`config.mk`:
```
export PLATFORM = sky130hd
export DESIGN_NAME = mfFilter
export DESIGN_NICKNAME = d
export VERILOG_FILES = /design/src/hw/mfPkg.sv /design/src/hw/symTimer.sv /design/src/hw/tapSequencer.sv /design/src/hw/sampleWindow.sv /design/src/hw/complexMac.sv /design/src/hw/mfFilter.sv
export SDC_FILE = /design/constraint.sdc
export NUM_CORES = 1
export LEC_CHECK = 0
export ABC_AREA = 1
export BUFFER_PORTS_ARGS = -buffer_cell sky130_fd_sc_hd__buf_2
export CAP_MARGIN = 20
export CORE_UTILIZATION = 30
export CTS_BUF_LIST = sky130_fd_sc_hd__clkbuf_4
export CTS_CLUSTER_DIAMETER = 40
export DETAILED_ROUTE_END_ITERATION = 7
export GPL_TIMING_DRIVEN = 0
export PLACE_DENSITY = 0.54
export SLEW_MARGIN = 20
export SYNTH_ARGS = -nofsm -noshare
export SYNTH_HDL_FRONTEND = slang
export SYNTH_SLANG_ARGS = --single-unit
```
`constraint.sdc`:
```
create_clock -name clk -period 12.1 [get_ports clk]
set_clock_uncertainty 0.05 [all_clocks]
set_input_delay 0.605 -clock clk [delete_from_list [all_inputs] [get_ports clk]]
set_output_delay 0.605 -clock clk [all_outputs]
set_load 0.02 [all_outputs]
```
`src/hw/mfPkg.sv`:
```
//----------------------------------------
// matched filter shared types and widths
// sample, coefficient, tap command, MAC operand
//----------------------------------------
package mfPkg;

   //----------------------------------------
   // fixed widths
   //----------------------------------------
   // one real or imaginary component, Q1.17
   localparam int sampleW = 18;
   // full product of two components
   localparam int prodW = 2 * sampleW;
   // product plus two guard bits
   localparam int accW = prodW + 2;
   // taps per symbol, two symbols of 2x samples
   localparam int numTaps = 4;

   //----------------------------------------
   // data types
   //----------------------------------------
   typedef logic signed [sampleW-1:0] sampleT;
   typedef logic signed [sampleW-1:0] coeffT;
   typedef logic signed [prodW-1:0] prodT;
   typedef logic signed [accW-1:0] accT;
   typedef logic [$clog2(numTaps)-1:0] tapIdxT;

   // complex sample, i real and q imag
   typedef struct packed {
      sampleT i;
      sampleT q;
   } cplxSampleT;

   // complex tap, a real and b imag
   typedef struct packed {
      coeffT a;
      coeffT b;
   } cplxCoeffT;

   // index 0 meets the oldest sample
   typedef cplxCoeffT [numTaps-1:0] coeffSetT;

   // sequencer command to the window
   typedef struct packed {
      logic valid;
      logic first;
      logic last;
      tapIdxT idx;
   } tapCtlT;

   // operands of one tap into the MAC
   typedef struct packed {
      cplxSampleT sample;
      cplxCoeffT coeff;
      logic valid;
      logic first;
      logic last;
   } macOpT;

endpackage

```
`src/hw/symTimer.sv`:
```
//----------------------------------------
// symbol timer, fixed divider
// 2x sample strobe and symbol strobe
//----------------------------------------
`timescale 1ns/1ns

module symTimer #(
   parameter int halfPeriod = 5
) (
   input  logic clk,
   input  logic reset,
   output logic sym2xEn,
   output logic symEn
);

   localparam int cntW = $clog2(halfPeriod);

   // down-counter, wraps once per half symbol
   logic [cntW-1:0] count;
   // high on every second 2x strobe
   logic phase;
   logic wrap;

   assign wrap = (count == '0);

   always_ff @(posedge clk) begin
      if (reset) begin
         count   <= cntW'(halfPeriod - 1);
         phase   <= 1'b0;
         sym2xEn <= 1'b0;
         symEn   <= 1'b0;
      end else begin
         // strobes are registered off the wrap
         sym2xEn <= wrap;
         symEn   <= wrap & phase;
         if (wrap) begin
            count <= cntW'(halfPeriod - 1);
            // alternate between half and full symbol
            phase <= ~phase;
         end else begin
            count <= count - 1'b1;
         end
      end
   end

endmodule

```
`src/hw/tapSequencer.sv`:
```
//----------------------------------------
// tap sequencer FSM
// four tap cycles after each symbol strobe
//----------------------------------------
`timescale 1ns/1ns

module tapSequencer (
   input  logic clk,
   input  logic reset,
   input  logic symEn,
   output mfPkg::tapCtlT tapCtl
);

   import mfPkg::*;

   typedef enum logic {
      IDLE,
      RUN
   } stateT;

   stateT state;
   stateT nextState;
   // tap under way while in RUN
   tapIdxT tapCnt;
   logic lastTap;

   assign lastTap = (tapCnt == tapIdxT'(numTaps - 1));

   //----------------------------------------
   // state transitions
   //----------------------------------------
   always_comb begin
      nextState = state;
      case (state)
         IDLE: if (symEn) nextState = RUN;
         // leave after the last tap
         RUN: if (lastTap) nextState = IDLE;
         default: nextState = IDLE;
      endcase
   end

   always_ff @(posedge clk) begin
      if (reset) begin
         state  <= IDLE;
         tapCnt <= '0;
      end else begin
         state <= nextState;
         // count only while taps are issued
         if (state == RUN) begin
            tapCnt <= tapCnt + 1'b1;
         end else begin
            tapCnt <= '0;
         end
      end
   end

   //----------------------------------------
   // command to the window
   //----------------------------------------
   always_comb begin
      tapCtl.valid = (state == RUN);
      // first and last marked here, MAC just follows
      tapCtl.first = (state == RUN) && (tapCnt == '0);
      tapCtl.last  = (state == RUN) && lastTap;
      tapCtl.idx   = tapCnt;
   end

endmodule

```
`src/hw/sampleWindow.sv`:
```
//----------------------------------------
// sample shift register and symbol window
// per-tap operand select for the MAC
//----------------------------------------
`timescale 1ns/1ns

module sampleWindow #(
   parameter mfPkg::coeffSetT coeffs = '0
) (
   input  logic clk,
   input  logic reset,
   input  logic sym2xEn,
   input  logic symEn,
   input  mfPkg::cplxSampleT sample,
   input  mfPkg::tapCtlT tapCtl,
   output mfPkg::macOpT macOp
);

   import mfPkg::*;

   // entry 0 newest, shifts on every 2x strobe
   cplxSampleT [numTaps-1:0] shiftReg;
   // entry 0 oldest (x0), stable for a whole symbol
   cplxSampleT [numTaps-1:0] window;

   // registered operands
   cplxSampleT opSample;
   cplxCoeffT opCoeff;
   logic opValid;
   logic opFirst;
   logic opLast;

   //----------------------------------------
   // sample capture
   //----------------------------------------
   always_ff @(posedge clk) begin
      if (reset) begin
         shiftReg <= '0;
      end else if (sym2xEn) begin
         shiftReg <= {shiftReg[numTaps-2:0], sample};
      end
   end

   // latch pre-shift contents, so the sample taken
   // on this same edge stays out of the window
   always_ff @(posedge clk) begin
      if (symEn) begin
         for (int k = 0; k < numTaps; k++) begin
            // reverse order, oldest to entry 0
            window[k] <= shiftReg[numTaps-1-k];
         end
      end
   end

   //----------------------------------------
   // operand select per tap
   //----------------------------------------
   always_ff @(posedge clk) begin
      if (tapCtl.valid) begin
         opSample <= window[tapCtl.idx];
         opCoeff  <= coeffs[tapCtl.idx];
      end
   end

   // flags only meaningful with valid
   always_ff @(posedge clk) begin
      if (reset) begin
         opValid <= 1'b0;
         opFirst <= 1'b0;
         opLast  <= 1'b0;
      end else begin
         opValid <= tapCtl.valid;
         opFirst <= tapCtl.valid & tapCtl.first;
         opLast  <= tapCtl.valid & tapCtl.last;
      end
   end

   assign macOp = '{sample: opSample, coeff: opCoeff,
                    valid: opValid, first: opFirst, last: opLast};

endmodule

```
`src/hw/complexMac.sv`:
```
//----------------------------------------
// time-shared complex MAC, mf0 and mf1
// products, signed accumulation, output truncation
//----------------------------------------
`timescale 1ns/1ns

module complexMac #(
   parameter int mfBits = 12
) (
   input  logic clk,
   input  logic reset,
   input  mfPkg::macOpT macOp,
   output logic signed [mfBits-1:0] mf0I,
   output logic signed [mfBits-1:0] mf0Q,
   output logic signed [mfBits-1:0] mf1I,
   output logic signed [mfBits-1:0] mf1Q,
   output logic mfValid
);

   import mfPkg::*;

   // mf0I, mf0Q, mf1I, mf1Q in that order
   localparam int numSums = 4;

   // cross products of one tap
   prodT prodAI;
   prodT prodBQ;
   prodT prodAQ;
   prodT prodBI;
   // flags delayed alongside the products
   logic prodValid;
   logic prodFirst;
   logic prodLast;

   accT term [numSums];
   accT acc [numSums];
   accT accNext [numSums];
   logic signed [mfBits-1:0] mfOut [numSums];

   //----------------------------------------
   // product stage
   //----------------------------------------
   always_ff @(posedge clk) begin
      prodAI <= macOp.sample.i * macOp.coeff.a;
      prodBQ <= macOp.sample.q * macOp.coeff.b;
      prodAQ <= macOp.sample.q * macOp.coeff.a;
      prodBI <= macOp.sample.i * macOp.coeff.b;
   end

   always_ff @(posedge clk) begin
      if (reset) begin
         prodValid <= 1'b0;
         prodFirst <= 1'b0;
         prodLast  <= 1'b0;
      end else begin
         prodValid <= macOp.valid;
         prodFirst <= macOp.first;
         prodLast  <= macOp.last;
      end
   end

   //----------------------------------------
   // add/subtract accumulation
   //----------------------------------------
   always_comb begin
      // x * c, real and imag
      term[0] = accT'(prodAI) - accT'(prodBQ);
      term[1] = accT'(prodAQ) + accT'(prodBI);
      // x * conj(c), b terms flip sign
      term[2] = accT'(prodAI) + accT'(prodBQ);
      term[3] = accT'(prodAQ) - accT'(prodBI);
      for (int k = 0; k < numSums; k++) begin
         // first tap reloads, no carry-over between symbols
         accNext[k] = prodFirst ? term[k] : acc[k] + term[k];
      end
   end

   always_ff @(posedge clk) begin
      if (prodValid) begin
         for (int k = 0; k < numSums; k++) begin
            acc[k] <= accNext[k];
         end
      end
   end

   //----------------------------------------
   // output register
   //----------------------------------------
   // top bits taken straight off the final sum,
   // which is a floor divide
   always_ff @(posedge clk) begin
      if (reset) begin
         mfValid <= 1'b0;
         for (int k = 0; k < numSums; k++) begin
            mfOut[k] <= '0;
         end
      end else begin
         mfValid <= prodValid & prodLast;
         if (prodValid && prodLast) begin
            for (int k = 0; k < numSums; k++) begin
               mfOut[k] <= accNext[k][accW-1 -: mfBits];
            end
         end
      end
   end

   assign mf0I = mfOut[0];
   assign mf0Q = mfOut[1];
   assign mf1I = mfOut[2];
   assign mf1Q = mfOut[3];

endmodule

```
`src/hw/mfFilter.sv`:
```
//----------------------------------------
// matched filter top level
// timer, sequencer, window and MAC
//----------------------------------------
`timescale 1ns/1ns

module mfFilter #(
   parameter int halfPeriod = 5,
   parameter int mfBits = 12,
   parameter mfPkg::coeffSetT coeffs = '0
) (
   input  logic clk,
   input  logic reset,
   input  mfPkg::cplxSampleT sample,
   output logic sym2xEn,
   output logic symEn,
   output logic signed [mfBits-1:0] mf0I,
   output logic signed [mfBits-1:0] mf0Q,
   output logic signed [mfBits-1:0] mf1I,
   output logic signed [mfBits-1:0] mf1Q,
   output logic mfValid
);

   import mfPkg::*;

   // sequencer to window
   tapCtlT tapCtl;
   // window to MAC
   macOpT macOp;

   // strobes also go out to the sample source
   symTimer #(
      .halfPeriod(halfPeriod)
   ) symTimer_inst (
      .clk    (clk),
      .reset  (reset),
      .sym2xEn(sym2xEn),
      .symEn  (symEn)
   );

   tapSequencer tapSequencer_inst (
      .clk   (clk),
      .reset (reset),
      .symEn (symEn),
      .tapCtl(tapCtl)
   );

   sampleWindow #(
      .coeffs(coeffs)
   ) sampleWindow_inst (
      .clk    (clk),
      .reset  (reset),
      .sym2xEn(sym2xEn),
      .symEn  (symEn),
      .sample (sample),
      .tapCtl (tapCtl),
      .macOp  (macOp)
   );

   complexMac #(
      .mfBits(mfBits)
   ) complexMac_inst (
      .clk    (clk),
      .reset  (reset),
      .macOp  (macOp),
      .mf0I   (mf0I),
      .mf0Q   (mf0Q),
      .mf1I   (mf1I),
      .mf1Q   (mf1Q),
      .mfValid(mfValid)
   );

endmodule

```
==> results.md, run 1 <==
* Status: finished clean
* Postcts setup bufs at 0
* Total congestion overflow at 0
* Tcrit/Tclk final at 17.6%
* Crit-path cells: inv_1 > o21ai_4 > buf_16 > buf_16
* HP Start: reset
* Async set-reset flop share out of synthesis at 0%
* Vias in the first global route at 2054
* Critical path depth at 4
* Crit-path max FO at 50
* CTS tree: built
* Depth of the worst register-to-register path at 4
* CORE AREA at 0.0133 sq mm
* FP Rows at 42
* ANT cells at 0
* Largest net degree at the start of global routing at 51
* Num CTS Buffers at 9
* Vias per inst at 3.80
* Seq/Total Area, Yosys at 77.3%
* Crit path arrival time at 2270 ps
* Total number of vias at 2130
* Most area-hungry cell type in the Yosys netlist: edfxtp_1
* Most numerous cell in the Yosys netlist: edfxtp_1
* Power Total at 0.650 mW
* Post-synth cell types at 17
* GPL Wtd Cong at 0.688
* CTS resizes at 0
* I/O pin cnt at 89
* Leak pwr at 2.13 nW
* Clock Tree Buf Depth at 2
* Critical path class: flop to flop
* Root Buffer: clkbuf_4
* PD cells at 135 mW/mm^2
* Critical path's top delay family: flip-flops
* CTS HTree Levels at 3
* Routed Wire Length at 6.17 mm
* Worst setup EP type: flop
* Clock sinks at 112
* YS warnings at 0
* DRT Pass-1 Iters at 4
* Most area-consuming cells after synthesis: edfxtp_1 (70%), dfxtp_1 (7.7%), inv_1 (5.9%), nand2_1 (5.1%), nor2_1 (4.7%)
* Clk Latency, worst-skew pair at 470 ps
* Worst rel slew slack at 56.4%
* Critical path's slowest cell: dfxtp_4
* Final setup violation count at 0
* Post-synth EDFFs at 96
* Detailed placement HPWL at 3.99 mm
* Final instance area at 0.00482 sq mm
* Port-buffer cells at 51
* CP dominant cell by count: buf_16
* Util after Layout at 36.1%
* Synth Cell Area at 0.00414 sq mm
* Global Route Usage Sum at 9.67%
* Hold_buf cts at 0
* Mean Syn Cell Area at 13.1 sq um
* Slowest stage delay, CP at 810 ps
* Detail Route Antenna Nets at 0
* Critical path data required time at 12230 ps
* Final Hold Viols at 0
* First-pass GRT wire length at 10.2 mm
* Routed len/inst at 11.0 um
* WHS Path Cells at 2
* Max Clk Rate at 469 MHz
* Placed Area at 0.00469 sq mm
* Synth Instances at 316
* RSZ-0062 raised after global routing: false
* Setup crit start kind: flop
* Slew Limit Fails at 0
* Synth cell count leaders: edfxtp_1 (96), inv_1 (65), nand2_1 (56)
* Ys flop type: edfxtp_1
* Iter 0 DRT Violations at 124
* Drt drc at 0
* RR Startpoint: complexMac_inst.prodValid
* Die Area at 0.0143 sq mm
* Setup TNS at 0 ps
* Clk slew on worst S/H paths at 160 ps
* Post-synthesis register bit count at 112
* Actual slew at the worst max-slew pin at 654 ps
* Die Y at 120 um
* MaxCap Viol Count at 0
* Initial Utilization at 31.0%
* Area grow syn2layout at 16.3%
* Share of the synthesized area in the top cell type at 69.6%
* Syn_nets at 358
* Post-layout min period at 2130 ps
* Fraction of layout cells with a size suffix above 1 at 23.7%
* Nets at 422
* Type of the worst min-delay path: input port to flop
* Crit path buf inv count at 3
* Initial antenna violation count at 0
* Die X at 120 um
* Max rail drop VDD at 0.0000657 V
* Critical Path Start: complexMac_inst.prodValid
-- power by group --
part / internal [mW] / leakage (nW) / switching (mW)
sequential: 0.427 / 1.06 / 0.00516
combinational: 0.0142 / 0.999 / 0.0251
clock: 0.0658 / 0.0704 / 0.112
total: 0.507 / 2.13 / 0.142
-- per-stage QoR --
step           std cells  hold WS [ps]  setup WS, ps
5_1_grt              560           240          9770
2_1_floorplan        316           338          6600
6_report             560           279          9970
3_3_place_gp         543           342          4750
4_1_cts              560           232          9870
3_5_place_dp         545           336          9890
-- per-layer routing --
metal,GRT usage (%),part of all wire (%),wire length [um]
met3,2.42,3.8,233
met1,12.9,50,3100
met5,0,0,0
met2,14.1,43,2680
met4,6.09,2.6,159
-- flip-flops by register name, summed over array words and instances, names as in the netlist --
name                       flops
symTimer_inst.phase            1
symTimer_inst.symEn            1
complexMac_inst.mfValid        1
complexMac_inst.mfOut         48
sampleWindow_inst.opFirst      1
symTimer_inst.count            3
tapSequencer_inst.tapCnt       2
complexMac_inst.acc           48
tapSequencer_inst.state        1
symTimer_inst.sym2xEn          1
complexMac_inst.prodLast       1
sampleWindow_inst.opValid      1
complexMac_inst.prodFirst      1
sampleWindow_inst.opLast       1
complexMac_inst.prodValid      1
-- cell type report --
cell class	instances	area, sq um
sequential	112	3210
clock inverter	4	46.3
inverter	66	253
multi-input combinational	127	614
tap	176	220
timing repair buffer	53	310
fill	1354	8530
clock buffer	11	82.6
buffer	11	85.1
-- cell families after synthesis --
group,share of synthesized area [%]
and+or+nand+nor,13.0
DFF,77.3
buffers and inverters,8.15
adders and majority gates,1.21
AOI/OAI and AO/OA,0.121
xor gates and xnor gates,0.211
-- placed cells by master (no fill, tap or decap) --
cell and n:
nor3_1 1, nor2_4 9, clkinv_1 1, buf_4 1
nor2_1 52, buf_12 1, nand3_4 1, xnor2_1 1
clkbuf_4 11, buf_16 2, bufinv_16 1, o21ai_4 1
nand3_1 2, nand2_1 56, buf_2 58, inv_6 1
dfxtp_4 1, inv_1 65, clkinv_2 1, buf_6 2
ha_1 4, edfxtp_1 96, clkinvlp_4 1, dfxtp_1 15
-- path summary, 6_finish.rpt --
path | to | slack (ps)
max | complexMac_inst.mfOut[2][7] | 9970
min | sampleWindow_inst.opFirst | 280
max reg2reg | complexMac_inst.mfOut[2][7] | 9970
min reg2reg | complexMac_inst.prodValid | 350
Power figures use the tool's default switching activity.
==> run 2, diff against run 1 <==
PLACE_DENSITY = 0.56   (was 0.54)
clock period = 1.9 ns   (was 12.1 ns; I/O delays follow)
==> run 2 against run 1 <==
Setup slack worse by 9600 ps; count of clock-buffer cells in the layout stayed put; total power grew to 6.2 times the previous value; clock power grew to 5.6 times the previous value; global-route usage is 0.19 points higher; first-iteration DRC count is 32% higher; sequential power grew to 6.4 times the previous value; critical path depth stayed put; final cell count is 0.71% higher; sequential share of layout area is 0.21 points lower; via count is 3.1% higher; critical endpoint is now complexMac_inst.mfOut[2][9]; largest cell class unchanged.
==> results.md, run 2 (synthesis gave the netlist of run 1 again) <==
* Pint at 3.10 mW
* Clock Tree Buf Depth at 2
* CTS HTree Levels at 3
* FP Rows at 42
* Regs by FF count: complexMac_inst.acc (48), complexMac_inst.mfOut (48), symTimer_inst.count (3)
* Die Area at 0.0143 sq mm
* Setup crit start kind: flop
* Crit-path cells: inv_2 > o21ai_4 > buf_16 > buf_16
* Max Clk Rate at 636 MHz
* Root Buffer: clkbuf_4
* Sequential Power Share at 68.7%
* Initial Utilization at 31.0%
* Clk Latency, worst-skew pair at 470 ps
* Die X at 120 um
* MaxCap Viol Count at 0
* Die Y at 120 um
* Area grow syn2layout at 16.6%
* Switch Pwr at 0.901 mW
* Gate power share at 6.3%
* Detailed placement HPWL at 4.12 mm
* Type of the worst min-delay path: input port to flop
* Nets at 425
* DRT Pass-1 Iters at 5
* Initial antenna violation count at 0
* Total congestion overflow at 0
* Routed Wire Length at 6.41 mm
* Most common cell after layout, fill and taps aside: edfxtp_1
* Worst rel slew slack at 74.0%
* Setup TNS at 0 ps
* Clock sinks at 112
* Final setup violation count at 0
* Routed len/inst at 11.4 um
* Status: finished clean
* CP dominant cell by count: buf_16
* Worst setup EP type: flop
* Iter 0 DRT Violations at 164
* PD cells at 828 mW/mm^2
* RSZ-0062 raised after global routing: false
* Vias per inst at 3.89
* Post-layout min period at 1570 ps
* Slew Limit Fails at 0
* Num CTS Buffers at 9
* Post-Place Setup Slack at -292 ps
* Worst hold slack at 333 ps
* Port-buffer cells at 51
* ANT cells at 0
* Largest net degree at the start of global routing at 27
* Clk slew on worst S/H paths at 160 ps
* CTS resizes at 0
* GPL Wtd Cong at 0.699
* Total number of vias at 2195
* Vias in the first global route at 2106
* Switching portion of total power at 22.5%
* Actual slew at the worst max-slew pin at 389 ps
* Fraction of layout cells with a size suffix above 1 at 24.5%
* Critical path's slowest cell: dfxtp_4
* Most frequent cells in the layout: edfxtp_1 (96), inv_1 (64), buf_2 (58)
* Slowest stage delay, CP at 620 ps
* Final worst slack at 327 ps
* Critical path data required time at 2030 ps
* Tcrit/Tclk final at 82.8%
* Detail Route Antenna Nets at 0
* Crit path arrival time at 1700 ps
* Crit-path max FO at 26
* Global Route Usage Sum at 9.86%
* Final Hold Viols at 0
* Max rail drop VDD at 0.000335 V
* CTS tree: built
* Clock power frac at 24.9%
* CORE AREA at 0.0133 sq mm
* Leak pwr at 2.14 nW
* Drt drc at 0
* I/O pin cnt at 89
* First-pass GRT wire length at 10.4 mm
* Critical path class: flop to flop
-- run 2: area by class of cell --
type	count	area (sq um)
Tap cell	176	220
Sequential cell	112	3210
Inverter	66	253
Fill cell	1354	8510
Timing Repair Buffer	56	348
Multi-Input combinational cell	127	614
Buffer	11	85.1
Clock buffer	11	82.6
Clock inverter	5	23.8
-- run 2: worst max-delay path: cells and delay by family, from the launching register on --
family                 cells  cell delay (ps)
buffers and inverters      3              430
AO/OA/AOI/OAI              1              190
flip-flops                 1              620
-- run 2: timing repair --
item | 4_1_cts | 5_1_grt
hold endpoints to repair | 15 | 0
setup endpoints to repair | 35 | 0
hold buffers | 1 | 0
setup buffers | 2 | 0
-- run 2: final timing paths --
kind | start | to | cells after the start | slack (ps)
worst max-delay path | complexMac_inst.prodValid | complexMac_inst.mfOut[2][9] | 4 | 330
worst min register to register | sampleWindow_inst.opValid | complexMac_inst.prodValid | 2 | 350
worst min-delay path | reset | complexMac_inst.prodLast | 3 | 330
worst max register to register | complexMac_inst.prodValid | complexMac_inst.mfOut[2][9] | 4 | 330
-- run 2: routing by layer --
layer | up-vias | routed length (um) | GRT usage, % | part of all wire, %
li1 | 1132 | - | - | -
met1 | 1007 | 2930 | 12.0 | 46
met2 | 44 | 3050 | 15.6 | 48
met3 | 12 | 301 | 3.28 | 4.7
met4 | 0 | 133 | 4.92 | 2.1
met5 | - | 0 | 0 | 0
-- run 2: per-stage QoR --
| stage | utilization [%] | cells | area [sq um] | total power [mW] |
|---|---|---|---|---|
| finish | 36.2 | 564 | 4830 | 4.00 |
| global route | 36.2 | 564 | 4830 | 4.21 |
| CTS | 36.2 | 564 | 4830 | 4.07 |
| detailed placement | 35.1 | 545 | 4690 | 3.06 |
| global placement | 34.7 | 543 | 4630 | 3.04 |
| floorplan | - | 316 | 4160 | 2.98 |
-- run 2: power groups by stage --
stage          clock network [mW]  logic (mW)  registers (mW)
2_1_floorplan                   0       0.123            2.86
5_1_grt                      1.15       0.293            2.76
3_3_place_gp                    0       0.231            2.81
6_report                    0.997       0.254            2.75
3_5_place_dp                    0       0.252            2.81
4_1_cts                      1.06       0.259            2.75
==> run 3, diff against run 2 <==
ABC_AREA = 0   (was 1)
clock period = 1.4 ns   (was 1.9 ns; I/O delays follow)
==> run 3 against run 2 <==
Worst hold slack improved by 18 ps; first-iteration DRC count decreased by 23%; routed wire length increased by 0.33%; synthesized cell count decreased by 19%; flip-flop and latch count unchanged; die area increased by 0.29%; global-route usage decreased by 0.42 points; register-to-register slack got worse by 210 ps; combinational power increased by 6%; clock power increased by 55%.
==> results.md, run 3 <==
* Root Buffer: clkbuf_4
* Clk slew on worst S/H paths at 150 ps
* Crit path arrival time at 1370 ps
* Reg area at 0.00321 sq mm
* Max Clk Rate at 773 MHz
* Clk Latency, worst-skew pair at 450 ps
* Routed len/inst at 12.7 um
* Nets at 367
* Routed Wire Length at 6.43 mm
* PD cells at 1140 mW/mm^2
* Die Y at 120 um
* Most numerous cell in the Yosys netlist: edfxtp_1
* Critical path class: input port to flop
* Seq/Total Area, Yosys at 77.1%
* ANT cells at 0
* M2 GR Usage at 14.1%
* Ys flop type: edfxtp_1
* GR Util met1 at 12.5%
* Post-synth EDFFs at 96
* Detailed placement HPWL at 3.94 mm
* Final Hold Viols at 0
* Num CTS Buffers at 9
* Initial antenna violation count at 0
* Total number of vias at 2062
* YS warnings at 0
* Tcrit/Tclk final at 92.4%
* Most area-hungry cell type in the Yosys netlist: edfxtp_1
* Die X at 120 um
* Synth Instances at 257
* CTS tree: built
* Slew Limit Fails at 0
* Worst setup EP type: flop
* Actual slew at the worst max-slew pin at 451 ps
* Initial Utilization at 31.0%
* I/O pin cnt at 89
* CORE AREA at 0.0134 sq mm
* Most common cell after layout, fill and taps aside: edfxtp_1
* Post-synth cell types at 21
* Syn_nets at 299
* Final setup violation count at 0
* Fraction of layout cells with a size suffix above 1 at 25.2%
* Async set-reset flop share out of synthesis at 0%
* Met3 usage in global routing at 2.61%
* Critical path data required time at 1480 ps
* Worst hold slack at 352 ps
* DRT Pass-1 Iters at 4
* Die Area at 0.0143 sq mm
* Max rail drop VDD at 0.000546 V
* Area grow syn2layout at 17.1%
* Setup TNS at 0 ps
* Global Route Usage Sum at 9.44%
* FP Rows at 42
* Vias per inst at 4.08
* GR peak layer: met2
* Clock Tree Buf Depth at 2
* Mean Syn Cell Area at 16.2 sq um
* Port-buffer cells at 52
* Slowest stage delay, CP at 520 ps
* Multi-input logic area at 880 sq um
* Critical path's slowest cell: dlygate4sd3_1
* Regs by FF count: complexMac_inst.acc (48), complexMac_inst.mfOut (48), symTimer_inst.count (3)
* Vias in the first global route at 2047
* Fillcell total at 1290
* Type of the worst min-delay path: input port to flop
* Post-synthesis register bit count at 112
* Drt drc at 0
* Setup crit start kind: input port
* Worst rel slew slack at 69.9%
* Crit-path max FO at 48
* Post-layout min period at 1290 ps
* Power Total at 5.53 mW
* GPL Wtd Cong at 0.641
* Synth cell count leaders: edfxtp_1 (96), nor2b_1 (53), and2_1 (28)
* Clock sinks at 112
* Synth Cell Area at 0.00416 sq mm
* MaxCap Viol Count at 0
* Total congestion overflow at 0
* Largest net degree at the start of global routing at 49
* Status: finished clean
* First-pass GRT wire length at 10.2 mm
* Crit-path cells: dlygate4sd3_1 > buf_2 > clkbuf_4 > inv_1 > nand2_8
* Most frequent cells in the layout: edfxtp_1 (96), nor2b_1 (53), buf_2 (52)
* Detail Route Antenna Nets at 0
* Most area-consuming cells after synthesis: edfxtp_1 (69%), nor2b_1 (8.0%), dfxtp_1 (7.7%), nor3b_1 (4.3%), and2_1 (4.2%)
* Iter 0 DRT Violations at 126
* Share of the synthesized area in the top cell type at 69.4%
* RSZ-0062 raised after global routing: false
* CTS HTree Levels at 3
* Leak pwr at 1.83 nW
## run 3: cell count changes after synthesis, sizes merged, moves of 3 or more
cell | before | now
inv | 66 | 6
nor2 | 61 | 2
nand2 | 56 | 2
nor2b | 0 | 53
and2 | 0 | 28
nor3b | 0 | 24
clkbuf | 0 | 7
buf | 11 | 6
nand2b | 0 | 4
nand3 | 3 | 0
## run 3: logic make-up after synthesis
kind of cell	after synthesis	synth area share [%]
buf+inv	19	2.35
simple gates	119	19.0
compound gates	3	0.391
fa+ha+maj	4	1.20
flops	112	77.1
## run 3: critical path, delay by kind of cell
| kind | cells | cell delay (ps) |
|---|---|---|
| and+or+nand+nor | 1 | 310 |
| buffers and inverters | 4 | 990 |
## run 3: metrics by stage
| stage | instance area [sq um] | instances | utilization [%] | setup WS, ps |
|---|---|---|---|---|
| floorplan | 4190 | 257 | - | -18.2 |
| global placement | 4670 | 485 | 34.9 | -363 |
| detailed placement | 4670 | 485 | 34.9 | -370 |
| CTS | 4860 | 506 | 36.3 | 71.8 |
| global route | 4870 | 506 | 36.3 | 31.1 |
| finish | 4870 | 506 | 36.3 | 106 |
## run 3: cell type report
type / instances / area share [%]
multi-input combinational: 126 / 18.1
buffer: 13 / 1.77
clock inverter: 6 / 1.23
clock buffer: 10 / 1.54
inverter: 6 / 0.463
timing repair buffer: 57 / 6.50
sequential: 112 / 65.9
tap: 176 / 4.52
## run 3: final timing paths
path / cells past startpoint / startpoint / slack, ps / endpoint
setup / recovery: 5 / reset / 110 / complexMac_inst.mfOut[3][4]
hold / removal: 3 / reset / 350 / sampleWindow_inst.opValid
setup reg to reg: 4 / symTimer_inst.count[0] / 120 / symTimer_inst.phase
hold reg to reg: 1 / symTimer_inst.count[0] / 400 / symTimer_inst.count[0]
## run 3: layer usage
layer | share of wire [%] | vias up
met4 | 2.0 | 0
li1 | - | 1033
met2 | 43 | 45
met3 | 4.0 | 10
met5 | 0 | -
met1 | 51 | 974
## run 3: where the power goes
part | internal, mW | leakage [nW] | total (mW) | switching (mW)
registers | 3.68 | 1.06 | 3.71 | 0.0355
logic | 0.0911 | 0.698 | 0.268 | 0.177
clock network | 0.558 | 0.0738 | 1.55 | 0.993
total | 4.32 | 1.83 | 5.53 | 1.21
## run 3: what timing repair did
action	in CTS	in global routing
hold buffers	1	0
resized for setup	0	2
endpoints found under the hold margin	13	0
endpoints found under the setup margin	97	28
setup buffers	4	0
cloned	0	0
pin swaps	0	1
